### config.mk
export PLATFORM = sky130hd
export DESIGN_NAME = rv_host_regs
export DESIGN_NICKNAME = d
export VERILOG_FILES = /design/src/hdl/rv_pkg.sv /design/src/hdl/rv_host_regs.sv
export SDC_FILE = /design/constraint.sdc
export NUM_CORES = 1
export LEC_CHECK = 0
export BUFFER_PORTS_ARGS = -buffer_cell sky130_fd_sc_hd__buf_4
export CAP_MARGIN = 0
export CORE_ASPECT_RATIO = 1.4
export CORE_MARGIN = 2
export CORE_UTILIZATION = 30
export CTS_CLUSTER_SIZE = 28
export DETAILED_ROUTE_END_ITERATION = 12
export GPL_TIMING_DRIVEN = 0
export PLACE_DENSITY = 0.55
export SLEW_MARGIN = 20
export SYNTH_ARGS = -nofsm -noshare
export SYNTH_HDL_FRONTEND = slang
export SYNTH_SLANG_ARGS = --single-unit
export TNS_END_PERCENT = 5
### constraint.sdc
create_clock -name clk -period 7.25 [get_ports clk]
set_input_delay 1.8125 -clock clk [delete_from_list [all_inputs] [get_ports clk]]
set_output_delay 1.8125 -clock clk [all_outputs]
set_load 0.03 [all_outputs]
### src/hdl/rv_pkg.sv
package rv_pkg;

    // data path and register file
    parameter int XLEN_DEFAULT   = 64;
    parameter int REG_ADDR_WIDTH = 5;
    parameter int ALU_OP_WIDTH   = 4;

    typedef enum logic [ALU_OP_WIDTH-1:0] {
        ALU_ADD   = 4'd0,
        ALU_SUB   = 4'd1,
        ALU_AND   = 4'd2,
        ALU_OR    = 4'd3,
        ALU_XOR   = 4'd4,
        ALU_SLL   = 4'd5,
        ALU_SRL   = 4'd6,
        ALU_SRA   = 4'd7,
        ALU_SLT   = 4'd8,
        ALU_SLTU  = 4'd9,
        ALU_PASS2 = 4'd10 // lui passes source 2
    } alu_op_e;

    // major opcodes in instr[6:0]
    parameter logic [6:0] OPC_OP        = 7'b0110011;
    parameter logic [6:0] OPC_OP_IMM    = 7'b0010011;
    parameter logic [6:0] OPC_OP_32     = 7'b0111011;
    parameter logic [6:0] OPC_OP_IMM_32 = 7'b0011011;
    parameter logic [6:0] OPC_LUI       = 7'b0110111;

    // host word address map
    parameter int ADDR_WIDTH = 8;

    parameter logic [ADDR_WIDTH-1:0] ADR_INSTR    = 8'd0;
    parameter logic [ADDR_WIDTH-1:0] ADR_RETIRED  = 8'd1;
    parameter logic [ADDR_WIDTH-1:0] ADR_ILLEGAL  = 8'd2;
    parameter logic [ADDR_WIDTH-1:0] ADR_GPR_BASE = 8'd32; // x0..x31 at 32..63

endpackage

### src/hdl/rv_host_regs.sv
`timescale 1ns/1ns

module rv_host_regs #(
    parameter int XLEN = rv_pkg::XLEN_DEFAULT
) (
    input  logic                              clk,
    input  logic                              rst_n,
    input  logic                              wb_cyc_i,
    input  logic                              wb_stb_i,
    input  logic                              wb_we_i,
    input  logic [rv_pkg::ADDR_WIDTH-1:0]     wb_adr_i,
    input  logic [XLEN-1:0]                   wb_dat_i,
    input  logic                              ex_valid_i,
    input  logic                              ex_illegal_i,
    input  logic [XLEN-1:0]                   gpr_rdata_i,
    output logic [XLEN-1:0]                   wb_dat_o,
    output logic                              wb_ack_o,
    output logic                              issue_o,
    output logic [31:0]                       instr_o,
    output logic [rv_pkg::REG_ADDR_WIDTH-1:0] gpr_raddr_o
);

    logic            wr_req;
    logic            rd_req;
    logic            busy;
    logic            is_gpr;
    logic            rd_ack_q;
    logic [XLEN-1:0] rd_data_q;
    logic [XLEN-1:0] rd_mux;
    logic [XLEN-1:0] retired_q;
    logic [XLEN-1:0] illegal_q;

    assign wr_req = wb_cyc_i && wb_stb_i && wb_we_i;
    assign rd_req = wb_cyc_i && wb_stb_i && !wb_we_i;

    assign issue_o = wr_req && (wb_adr_i == rv_pkg::ADR_INSTR); // one cycle per write
    assign instr_o = wb_dat_i[31:0];
    assign busy    = issue_o || ex_valid_i;

    assign is_gpr      = (wb_adr_i >= rv_pkg::ADR_GPR_BASE) &&
                         (wb_adr_i < rv_pkg::ADR_GPR_BASE + 8'd32);
    assign gpr_raddr_o = wb_adr_i[rv_pkg::REG_ADDR_WIDTH-1:0];

    always_comb begin
        if (is_gpr) begin
            rd_mux = gpr_rdata_i;
        end else if (wb_adr_i == rv_pkg::ADR_RETIRED) begin
            rd_mux = retired_q;
        end else if (wb_adr_i == rv_pkg::ADR_ILLEGAL) begin
            rd_mux = illegal_q;
        end else begin
            rd_mux = '0; // unmapped
        end
    end

    // read ack waits until the pipeline has drained
    always_ff @(posedge clk or negedge rst_n) begin
        if (!rst_n) begin
            rd_ack_q <= 1'b0;
        end else begin
            rd_ack_q <= rd_req && !rd_ack_q && !busy;
        end
    end

    always_ff @(posedge clk) begin
        if (rd_req && !rd_ack_q && !busy) begin
            rd_data_q <= rd_mux;
        end
    end

    always_ff @(posedge clk or negedge rst_n) begin
        if (!rst_n) begin
            retired_q <= '0;
            illegal_q <= '0;
        end else if (ex_valid_i) begin
            if (ex_illegal_i) begin
                illegal_q <= illegal_q + 1'b1;
            end else begin
                retired_q <= retired_q + 1'b1;
            end
        end
    end

    assign wb_ack_o = wr_req || rd_ack_q; // every write acks at once
    assign wb_dat_o = rd_data_q;

endmodule

**Word level (Yosys, flattened, before mapping)**

Index checks and enable logic that the tools add are counted.

- Muxes and demuxes: 3
- Reduce and logical (&&, ||, !) cells: 15
- Eq/ne operators: 2
- Magnitude comparators: 2
- Add/sub/neg operators: 2
- Bitwise gates (word level): 1

Operators with widths:

| cell | count |
|---|---|
| two-way mux 64 bit | 3 |
| adder 64 x 1 -> 64 bit (second input constant) | 2 |
| == test 8 x 1 -> 1 bit (second input constant) | 1 |
| == test 8 x 2 -> 1 bit (second input constant) | 1 |
| greater-or-equal comparator 8 x 6 -> 1 bit (second input constant) | 1 |
| zero test 8 bit | 1 |
| less-than comparator 8 x 7 -> 1 bit (second input constant) | 1 |
| logical AND 1 bit | 7 |
| AND reduction 2 bit | 2 |
| zero test 1 bit | 3 |
| logical OR 1 bit | 2 |
| NOT 1 bit | 1 |

- Output and inout port bits: 103
- Register bits: 193
- Input bits: 143

**Longest topological paths before layout**

- Word-level depth: 6
- Depth in mapped cells: 7
- Mapped depth without buffers: 6

**Worst setup path after synthesis**

Ideal clock, no wire load.

- Path kind: input to register
- From: input port wb_we_i
- To: register rd_ack_q
- Arrival: 8.106 ns
- Setup time: 0.749 ns
- Path slack: -1.604 ns
- Stages: 1
- Cell sequence: nor4_1

- Word-level cells in the longest chain between the ends: 5
- Elaborated cells between the ends (all ways): 8
- Classes of those cells: reduce/logical (8)

Ends and longest elaborated chain:

| element | RTL line | RTL |
|---|---|---|
| from (decl) | rv_host_regs.sv:10 | `input logic wb_we_i,` |
| logical AND 1 bit | rv_host_regs.sv:33 | `assign wr_req = wb_cyc_i && wb_stb_i && wb_we_i;` |
| logical AND 1 bit | rv_host_regs.sv:36 | `assign issue_o = wr_req && (wb_adr_i == rv_pkg::ADR_INSTR);` |
| logical OR 1 bit | rv_host_regs.sv:38 | `assign busy = issue_o \|\| ex_valid_i;` |
| zero test 1 bit | rv_host_regs.sv:61 | `rd_ack_q <= rd_req && !rd_ack_q && !busy;` |
| logical AND 1 bit * | rv_host_regs.sv:61 |  |
| to (signal assigned) | rv_host_regs.sv:61 |  |
| to (decl) | rv_host_regs.sv:27 | `logic rd_ack_q;` |

Every way passes the cells marked *; elsewhere a longest branch is shown, timed or not.
A chain may end at the register's enable or synchronous reset.

**Final worst setup path**

- From: input port wb_adr_i[4] in the netlist's numbering
- To: output port issue_o

- Word-level cells in the longest chain between the ends: 2

Ends and longest elaborated chain:

| element | RTL line | RTL |
|---|---|---|
| from (decl) | rv_host_regs.sv:11 | `input logic [rv_pkg::ADDR_WIDTH-1:0] wb_adr_i,` |
| zero test 8 bit | rv_host_regs.sv:36 |  |
| logical AND 1 bit | rv_host_regs.sv:36 |  |
| to (decl) | rv_host_regs.sv:18 | `output logic issue_o,` |

Every way passes these cells.

==> run_results.csv <==
group,metric,value,unit
global_route,antenna_found_initial,0,
final_layout,multi_input_area,3760,sq um
worst_setup_path,reg2reg_from,"illegal_q[34]$_DFFE_PN0P_",
worst_setup_path,crit_type,"in2out",
place,dp_slack,2000,ps
routing,drt-met1-wl,10000,um
routing,wl_met3,1160,um
worst_setup_path,reg2reg_to,"illegal_q[63]$_DFFE_PN0P_",
worst_setup_path,start_kind,"input pin",
clock_network,cts_tree,"yes",
routing,highest_layer,"met4",
pwr,p_total,2340,uW
global_route,grt_util_all_layers,15.7,%
final_layout,antenna_cells,0,
worst_setup_path,crit_required,5440,ps
sta,hold_ws,473,ps
routing,wl_met2,13400,um
synthesis,synth_top_cells_by_area,"dfrtp_1 35%, edfxtp_1 21%, xnor2_1 6.2%",
routing,wirelength,25300,um
worst_setup_path,cp_max_fo,10,
worst_setup_path,end_kind,"output pin",
final_layout,drive_above_1_share,24.2,%
clock_network,insertion_delay,450,ps
floorplan,core,30700,sq um
place,portBuffers,180,
global_route,overflow,0,
floorplan,dieArea,32600,sq um
pwr,ir_worst_vdd,0.000139,V
synthesis,yosysWarnings,0,
place,dpl.hpwl,18900,um
synthesis,syn_inst,888,
floorplan,ioPinCount,246,
sta,fin_skew,13.2,ps
clock_network,post-cts-setup-buffers,0,
sta,worst_pin_slew,1120,ps
sta,hold_viol_final,0,
routing,post-route-drc-count,0,
synthesis,synth.distinct_cells,37,
hold_path,hold_class,"reg2reg",
sta,tns,0,ps
clock_network,postCtsResizedCells,0,
synthesis,ys.flop_type,"dfrtp_1",
worst_setup_path,rr_worst_depth,5,
routing,vias,7317,
clock_network,cts-root-buf,"clkbuf_16",
global_route,grt_pass1_vias,7442,
floorplan,rows,76,
final_layout,final_util,38.7,%
floorplan,initial_utilization,30.5,%
status,status,"finished, final reports clean",
flow_run,max_cap_violations,0,
clock_network,tritoncts.num_buffers,17,
routing,antenna_left,0,
hold_path,min_to,"illegal_q[63]$_DFFE_PN0P_",
pwr,power_density,197,nW/um^2
sta,fin_crit,5190,ps
hold_path,holdPathStages,1,
clock_network,cts_max_level,4,
global_route,grt_max_degree,95,
sta,rsz0062_at_grt,"false",
final_layout,area_growth,26.9,%
sta,setup_ws,2060,ps
hold_path,min_from,"illegal_q[63]$_DFFE_PN0P_",
pwr,leakagePower,0.00513,uW
floorplan,die_w,153,um
clock_network,cts_sinks,193,
place,gp_congestion,0.792,
synthesis,netlist_top_cells_count,"129 x dfrtp_1, 117 x nand2_1, 66 x xnor2_1",
synthesis,synth-edff-count,64,
clock_network,cts.path.max_buffers,2,
clock_network,hold_buffers,0,
final_layout,fillers,3052,
synthesis,synth_seq_area_share,55.0,%
synthesis,yosys.area.top_type,"dfrtp_1",
worst_setup_path,worst-endpoint-arrival,3380,ps
sta,period_share,71.6,%
synthesis,yosys.cell_count.top_type,"dfrtp_1",
synthesis,netlist_area,9360,sq um
synthesis,syn_nets,1033,
routing,avgRoutedWirePerCell,16.9,um
global_route,grt_pass1_wl,40000,um
sta,slew_headroom,24.6,%
sta,max_freq,193,MHz
routing,first_iter_violations,379,
synthesis,syn_avg_cell_area,10.5,sq um
clock_network,clk_pin_slew_worst_paths,70,ps
worst_setup_path,worst-r2r-setup-slack,4640,ps
final_layout,ff_latch_area,5150,sq um
final_layout,nets,1239,
floorplan,die_h,213,um
sta,setup_viol,0,
synthesis,ys_seq_elements,193,
sta,slew_viol_final,0,
synthesis,async_reset_ff_share,66.8,%
routing,dr.pass1.iters,5,
synthesis,synth_top_area_share,34.5,%
routing,via_per_inst,4.89,
[flip-flops by register name, indices dropped and copies added, names as in the netlist]
register,count
retired_q,64
illegal_q,64
wb_dat_o,64
rd_ack_q,1
[final cells by class]
class,count,share of cell area (%)
buffer,70,3.47
sequential,193,43.4
inverter,16,0.506
tap,390,4.11
clock buffer,24,4.07
multi-input combinational,609,31.7
clock inverter,8,0.653
timing repair buffer,187,12.2
[logic make-up after synthesis]
kind of cell | Yosys count | synth area share (%)
simple gates | 352 | 19.2
xor+xnor | 126 | 11.8
buf+inv | 86 | 5.03
compound gates | 128 | 8.56
mux | 1 | 0.120
flops | 193 | 55.0
fa+ha+maj | 2 | 0.267
[cell usage in the layout, fill, tap and decap left out, drive strengths merged, types with 41 or more instances in the layout]
cell type / instances
buf: 230
dfrtp: 129
nand2: 117
xnor2: 66
a22oi: 64
o21ai: 64
edfxtp: 64
xor2: 60
nand3: 53
clkbuf: 51
nor2: 42
nand4: 41
[worst max-delay path by stage]
stage                     start                     to  cells after the start
global route        wb_adr_i[4]                issue_o                      6
finish              wb_adr_i[4]                issue_o                      6
detailed placement  wb_adr_i[4]                issue_o                      6
floorplan            ex_valid_i  wb_dat_o[0]$_DFFE_PP_                      2
global placement     ex_valid_i     rd_ack_q$_DFF_PN0_                      2
CTS                 wb_adr_i[4]                issue_o                      6
[worst max-delay path, stage by stage]
cell and delay, ps:
buf_4 110, nor4_1 260, nand2_1 120, clkbuf_1 470
nor4_1 380, buf_4 220
[report_power, final]
| part | switching, uW | leakage (uW) | internal, uW |
|---|---|---|---|
| Sequential | 43.6 | 0.00244 | 1160 |
| Combinational | 116 | 0.00241 | 98.3 |
| Clock | 421 | 0.000279 | 506 |
| Total | 580 | 0.00513 | 1760 |
[per-layer routing]
layer	track usage, %	vias to the layer above
met4	6.23	0
met3	3.13	42
met1	18.0	3526
met2	28.6	189
li1	-	3560
met5	0	-
[stage by stage]
step           cell area [sq um]  instances
2_1_floorplan               9360        888
3_3_place_gp               11200       1458
3_5_place_dp               11300       1465
4_1_cts                    11900       1497
5_1_grt                    11900       1497
6_report                   11900       1497
Power figures use the tool's default switching activity.
