### config.mk
export PLATFORM = sky130hd
export DESIGN_NAME = rv_decode_stage
export DESIGN_NICKNAME = d
export VERILOG_FILES = /design/src/hdl/rv_pkg.sv /design/src/hdl/rv_decode_stage.sv
export SDC_FILE = /design/constraint.sdc
export NUM_CORES = 1
export LEC_CHECK = 0
export ABC_AREA = 1
export ABC_CLOCK_PERIOD_IN_PS = 4000
export BUFFER_PORTS_ARGS = -buffer_cell sky130_fd_sc_hd__buf_2
export CAP_MARGIN = 10
export CORE_AREA = 2 2 148 150
export DETAILED_ROUTE_END_ITERATION = 16
export DIE_AREA = 0 0 150 152
export PLACE_DENSITY_LB_ADDON = 0.3
export SLEW_MARGIN = 5
export SYNTH_ARGS = -nofsm -noshare
export SYNTH_HDL_FRONTEND = slang
export SYNTH_SLANG_ARGS = --single-unit
### constraint.sdc
create_clock -name vclk -period 4
set_input_delay 0.6 -clock vclk [all_inputs]
set_output_delay 0.6 -clock vclk [all_outputs]
set_load 0.01 [all_outputs]
### src/hdl/rv_pkg.sv
package rv_pkg;

    // data path and register file
    parameter int XLEN_DEFAULT   = 64;
    parameter int REG_ADDR_WIDTH = 5;
    parameter int ALU_OP_WIDTH   = 4;

    typedef enum logic [ALU_OP_WIDTH-1:0] {
        ALU_ADD   = 4'd0,
        ALU_SUB   = 4'd1,
        ALU_AND   = 4'd2,
        ALU_OR    = 4'd3,
        ALU_XOR   = 4'd4,
        ALU_SLL   = 4'd5,
        ALU_SRL   = 4'd6,
        ALU_SRA   = 4'd7,
        ALU_SLT   = 4'd8,
        ALU_SLTU  = 4'd9,
        ALU_PASS2 = 4'd10 // lui passes source 2
    } alu_op_e;

    // major opcodes in instr[6:0]
    parameter logic [6:0] OPC_OP        = 7'b0110011;
    parameter logic [6:0] OPC_OP_IMM    = 7'b0010011;
    parameter logic [6:0] OPC_OP_32     = 7'b0111011;
    parameter logic [6:0] OPC_OP_IMM_32 = 7'b0011011;
    parameter logic [6:0] OPC_LUI       = 7'b0110111;

    // host word address map
    parameter int ADDR_WIDTH = 8;

    parameter logic [ADDR_WIDTH-1:0] ADR_INSTR    = 8'd0;
    parameter logic [ADDR_WIDTH-1:0] ADR_RETIRED  = 8'd1;
    parameter logic [ADDR_WIDTH-1:0] ADR_ILLEGAL  = 8'd2;
    parameter logic [ADDR_WIDTH-1:0] ADR_GPR_BASE = 8'd32; // x0..x31 at 32..63

endpackage

### src/hdl/rv_decode_stage.sv
`timescale 1ns/1ns

module rv_decode_stage #(
    parameter int XLEN = rv_pkg::XLEN_DEFAULT
) (
    input  logic                              issue_i,
    input  logic [31:0]                       instr_i,
    input  logic [XLEN-1:0]                   rs1_rdata_i,
    input  logic [XLEN-1:0]                   rs2_rdata_i,
    input  logic                              ex_valid_i,
    input  logic                              ex_rd_we_i,
    input  logic [rv_pkg::REG_ADDR_WIDTH-1:0] ex_rd_addr_i,
    input  logic [XLEN-1:0]                   ex_result_i,
    output logic [rv_pkg::REG_ADDR_WIDTH-1:0] rs1_addr_o,
    output logic [rv_pkg::REG_ADDR_WIDTH-1:0] rs2_addr_o,
    output logic                              valid_o,
    output logic                              rd_we_o,
    output logic [rv_pkg::REG_ADDR_WIDTH-1:0] rd_addr_o,
    output rv_pkg::alu_op_e                   alu_op_o,
    output logic                              word_op_o,
    output logic                              illegal_o,
    output logic [XLEN-1:0]                   alu_src1_o,
    output logic [XLEN-1:0]                   alu_src2_o
);

    localparam bit IS_RV64 = (XLEN == 64); // word forms exist only on rv64

    logic [6:0]      opcode;
    logic [2:0]      funct3;
    logic [6:0]      funct7;
    logic            alt_r;      // sub / sra select in register form
    logic            alt_i;      // srai select in immediate form
    logic            r_f7_ok;
    logic            word_f3;
    logic            shamt_ok;
    logic            imm_sel;
    logic            lui_sel;
    logic [XLEN-1:0] imm_i;
    logic [XLEN-1:0] imm_u;
    logic [XLEN-1:0] rs1_val;
    logic [XLEN-1:0] rs2_val;

    function automatic rv_pkg::alu_op_e f3_to_op(input logic [2:0] f3, input logic alt);
        case (f3)
            3'b000:  f3_to_op = alt ? rv_pkg::ALU_SUB : rv_pkg::ALU_ADD;
            3'b001:  f3_to_op = rv_pkg::ALU_SLL;
            3'b010:  f3_to_op = rv_pkg::ALU_SLT;
            3'b011:  f3_to_op = rv_pkg::ALU_SLTU;
            3'b100:  f3_to_op = rv_pkg::ALU_XOR;
            3'b101:  f3_to_op = alt ? rv_pkg::ALU_SRA : rv_pkg::ALU_SRL;
            3'b110:  f3_to_op = rv_pkg::ALU_OR;
            default: f3_to_op = rv_pkg::ALU_AND;
        endcase
    endfunction

    assign opcode     = instr_i[6:0];
    assign funct3     = instr_i[14:12];
    assign funct7     = instr_i[31:25];
    assign rd_addr_o  = instr_i[11:7];
    assign rs1_addr_o = instr_i[19:15];
    assign rs2_addr_o = instr_i[24:20];

    assign alt_r    = funct7[5];
    assign alt_i    = (funct3 == 3'b101) && instr_i[30]; // addi imm bit 30 is not a select
    assign r_f7_ok  = (funct7 == 7'b0000000) ||
                      (funct7 == 7'b0100000 && (funct3 == 3'b000 || funct3 == 3'b101));
    assign word_f3  = (funct3 == 3'b000) || (funct3 == 3'b001) || (funct3 == 3'b101);
    assign shamt_ok = ((instr_i[31:26] == 6'b000000) ||
                       (funct3 == 3'b101 && instr_i[31:26] == 6'b010000)) &&
                      (IS_RV64 || !instr_i[25]);

    always_comb begin
        alu_op_o  = rv_pkg::ALU_ADD;
        word_op_o = 1'b0;
        imm_sel   = 1'b0;
        lui_sel   = 1'b0;
        illegal_o = 1'b0;
        case (opcode)
            rv_pkg::OPC_OP: begin
                alu_op_o  = f3_to_op(funct3, alt_r);
                illegal_o = !r_f7_ok;
            end
            rv_pkg::OPC_OP_32: begin
                alu_op_o  = f3_to_op(funct3, alt_r);
                word_op_o = 1'b1;
                illegal_o = !(IS_RV64 && word_f3 && r_f7_ok);
            end
            rv_pkg::OPC_OP_IMM: begin
                alu_op_o  = f3_to_op(funct3, alt_i);
                imm_sel   = 1'b1;
                illegal_o = (funct3 == 3'b001 || funct3 == 3'b101) && !shamt_ok;
            end
            rv_pkg::OPC_OP_IMM_32: begin
                alu_op_o  = f3_to_op(funct3, alt_i);
                word_op_o = 1'b1;
                imm_sel   = 1'b1;
                illegal_o = !(IS_RV64 && word_f3 && (funct3 == 3'b000 || r_f7_ok));
            end
            rv_pkg::OPC_LUI: begin
                alu_op_o = rv_pkg::ALU_PASS2;
                lui_sel  = 1'b1;
            end
            default: illegal_o = 1'b1; // stores, branches, system, ...
        endcase
    end

    assign imm_i = XLEN'($signed(instr_i[31:20]));
    assign imm_u = XLEN'($signed({instr_i[31:12], 12'b0}));

    // execute result wins over the register file; rd is never x0 when ex_rd_we_i
    assign rs1_val = (ex_valid_i && ex_rd_we_i && ex_rd_addr_i == rs1_addr_o) ?
                     ex_result_i : rs1_rdata_i;
    assign rs2_val = (ex_valid_i && ex_rd_we_i && ex_rd_addr_i == rs2_addr_o) ?
                     ex_result_i : rs2_rdata_i;

    assign alu_src1_o = rs1_val;
    assign alu_src2_o = lui_sel ? imm_u : (imm_sel ? imm_i : rs2_val);

    assign valid_o = issue_i;
    assign rd_we_o = issue_i && !illegal_o && (rd_addr_o != '0); // no x0 writes

endmodule

Word-level counts from Yosys, hierarchy flattened
Index checks and enable logic that the tools add are counted.

cells by class
  eq/ne operators = 15
  muxes and demuxes = 15
  reduce and logical (&&, ||, !) cells = 30

operator list
  operator            count
  $mux 64             4
  $pmux 4 s7          2
  $eq 7x6->1 const B  4
  $eq 7x5->1 const B  2
  $pmux 4 s3          1
  $logic_and 1x1->1   11
  $eq 5x5->1          2
  $eq 3x3->1 const B  3
  $logic_not 7->1     1
  $logic_or 1x1->1    7
  $mux 1              7
  $eq 3x2->1 const B  2
  $eq 6x5->1 const B  1
  $logic_not 6->1     1
  $reduce_or 2->1     3
  $logic_not 1->1     5
  $pmux 1 s5          1
  $reduce_bool 5->1   1
  $eq 3x1->1 const B  1
  $logic_not 3->1     1

storage, ports and cells
  flip-flop bits (word level) = 0

Logic depth before layout (Yosys ltp)
  word-level depth = 11
  depth in mapped cells = 11
  depth with buffers taken out = 11

Worst setup path after synthesis
Ideal clock, no wire load.

  path kind = input to output
  start point = input instr_i[6]
  end point = output alu_src2_o[21]
  arrival = 1.626 ns
  data required time = 3.400 ns
  slack = 1.774 ns
  cell stages on the path = 8
  cell sequence = inv_1 nand3_1 inv_2 nand4_1 inv_2 a21oi_4 buf_2 a21oi_1

on the way
  cells in the longest elaborated chain, start to end = 5

ends and longest elaborated chain
  what                       RTL line                source
  start, declared            rv_decode_stage.sv:7    input logic [31:0] instr_i,
  $eq 7x5->1                 rv_decode_stage.sv:78   case (opcode)
  $reduce_or 2->1 (no line)  --
  $mux 1                     rv_decode_stage.sv:78
  $mux 64                    rv_decode_stage.sv:117  assign alu_src2_o = lui_sel ? imm_u : (imm_sel ? imm_i : rs2_val);
  $mux 64 *                  rv_decode_stage.sv:117
  end, declared              rv_decode_stage.sv:23   output logic [XLEN-1:0] alu_src2_o

Mark *: on every way between the ends. The rest lies on a longest branch, timed or not.

Worst setup path in the final report
  start point = input instr_i[1]
  end point = output alu_src2_o[6]

Same word-level chain as after synthesis.

==> results.md <==
* Status: finished clean
* HPWL after detailed placement at 14400 µm
* Area grow syn2layout at 62.3%
* Critical path data arrival time at about 2.6 ns
* Final Hold Fails at 0
* Tcrit/Tclk final at 80.6%
* Total GRT Usage at 13.9%
* Startpoint class of the critical path: primary input
* HP Start: instr_i[7]
* Hold_buf cts at 0
* Final Max Slew Viols at 0
* I/O pins at 383
* Mapped cell area at between 0.003 and 0.004 mm²
* Pre-antenna DRT Iters at 4
* Setup TNS at 0 ns
* Synth cell count leaders: nand2_1, inv_1, o21ai_0
* Synth Net Count at just over 900
* Yosys cell types at 26
* NumNets Final at 1268
* Minimum clock period at 3.22 ns
* Ys Warns at 0
* Min Hold Slack at 1.39 ns
* Peak VDD IR at 0.0274 mV
* DIE AREA at 0.0228 mm²
* Avg Vias per Cell at 4.10
* Type of the worst setup path: in -> out
* Post-CTS Resized at 0
* Measured slew at the worst slew-check pin at 0.626 ns
* Die W at 150 µm
* PwrDens at 91.4 mW/mm²
* Hold path depth at 2
* Initial antenna violation count at 0
* Worst Slack Setup Final at slightly below 0.8 ns
* Maxcap violations at 0
* Cell Chain, Critical Path: buf_2 -> nand2_1 -> inv_1 -> nand2_1 -> inv_2 -> nand2_1 -> nand2_2 -> inv_2 -> nor2_1 -> nor2_1 -> nand2_1 -> inv_1 -> buf_2
* Fraction of layout cells with a size suffix above 1 at 41.4%
* Seq cells at 0
* Count leader, synth: nand2_1
* Largest area contributor in the netlist: nand2_1
* CP Data Required Time at between 3 and 4 ns
* Seq/Total Area, Yosys at 0%
* Pleak at 3.72 nW
* Ant. Diodes at 0
* Top post-synthesis cells by area: nand2_1, inv_1, o21ai_0
* Placer Congestion at 0.848
* RSZ-0062 raised after global routing: no
* Antenna Nets Post-Route at 0
* Port Buffers at around 380
* Post-Place Setup Slack at 0.760 ns
* Vias in the first global route at 4937
* Max Clk Rate at approximately 310 MHz
* WL/cell at 13.2 µm
* # Post-CTS Setup Buffers at 0
* Synth Instances at around 700
* Std-Cell Rows at 54
* First-pass GRT wire length at 26100 µm
* Via total after detailed routing at 5385
* CP dominant cell by count: nand2_1
* Worst path depth at 13
* Final setup vio count at 0
* Drt initial violations at 267
* Die Span Y at around 150 µm
* Core box area at between 0.02 and 0.025 mm²
* Critical path buffer and inverter count at 6
* Worst setup EP type: output pin
* Worst hold path class: in -> out
* Top cell type's share of synthesized area at 25.0%
* Slowest CP cell: inv_2
* Routed WL at 17300 µm
* Largest net degree at the start of global routing at 129
* Global-route congestion overflow total at 0
* Initial Util at 15.3%
* Clkbuf count at 0
* CP peak stage delay at 0.53 ns
* Syn_area_per_cell at between 4 and 5 µm²
* Seq. cell area at 0 µm²
* Slew HR at 58.1%
* Crit path max fanout at 25
* DRC at 0
* Hold Path End: rd_addr_o[0]
* Worst path top cell family by delay: simple AND/OR/NAND/NOR gates
[layer usage]
metal | vias to the layer above | share of wire, % | GRT usage (%)
met2 | 221 | 49 | 25.6
met1 | 2329 | 43 | 17.7
met5 | - | 0 | 0
li1 | 2823 | - | -
met3 | 12 | 7.6 | 1.92
met4 | 0 | 0.83 | 1.35
[area by class of cell]
class | count | area [µm²]
repair buffers | 392 | 2010
inverters | 157 | 589
well taps | 280 | 350
multi-input cells | 485 | 2340
fillers | 2556 | 16100
[cells in the final DEF, fill, tap and decap left out, types with 2 or more instances in the layout]
master | Yosys | routed
inv_2 | 6 | 6
buf_12 | 0 | 2
nand3_1 | 30 | 30
o21ai_0 | 75 | 75
nor2_1 | 64 | 63
inv_1 | 151 | 151
buf_4 | 18 | 7
or2_2 | 2 | 2
buf_2 | 16 | 383
nor2_2 | 2 | 3
o211ai_2 | 20 | 20
o211ai_1 | 15 | 15
nand4_1 | 22 | 22
a21oi_1 | 29 | 29
nand2_1 | 217 | 217
[through the flow]
| step | power (mW) | util [%] | cells | instance area (µm²) |
|---|---|---|---|---|
| 2_1_floorplan | 0.236 | - | 703 | 3260 |
| 3_3_place_gp | 0.486 | 24.8 | 1314 | 5290 |
| 3_5_place_dp | 0.487 | 24.8 | 1314 | 5290 |
| 4_1_cts | 0.489 | 24.8 | 1314 | 5290 |
| 5_1_grt | 0.543 | 24.8 | 1314 | 5290 |
| 6_report | 0.483 | 24.8 | 1314 | 5290 |
[kinds of logic after synthesis]
| family | after synthesis | synth area share, % |
|---|---|---|
| AND/OR/NAND/NOR | 341 | 42.9 |
| buffers and inverters | 218 | 28.5 |
| AO/OA/AOI/OAI | 143 | 28.3 |
| XOR/XNOR | 1 | 0.269 |
[how the worst max path moves through the flow]
stage	startpoint	to	slack (ns)
global placement	instr_i[1]	alu_src2_o[6]	0.79
detailed placement	instr_i[1]	alu_src2_o[6]	0.76
floorplan	instr_i[6]	alu_src2_o[21]	1.77
CTS	instr_i[1]	alu_src2_o[6]	0.75
global route	instr_i[1]	alu_src2_o[6]	0.54
finish	instr_i[1]	alu_src2_o[6]	0.78
[where the power goes]
part / internal (mW) / switching, mW
Combinational: 0.218 / 0.266
Clock: 0 / 0
Sequential: 0 / 0
Total: 0.218 / 0.266
Power figures use the tool's default switching activity.
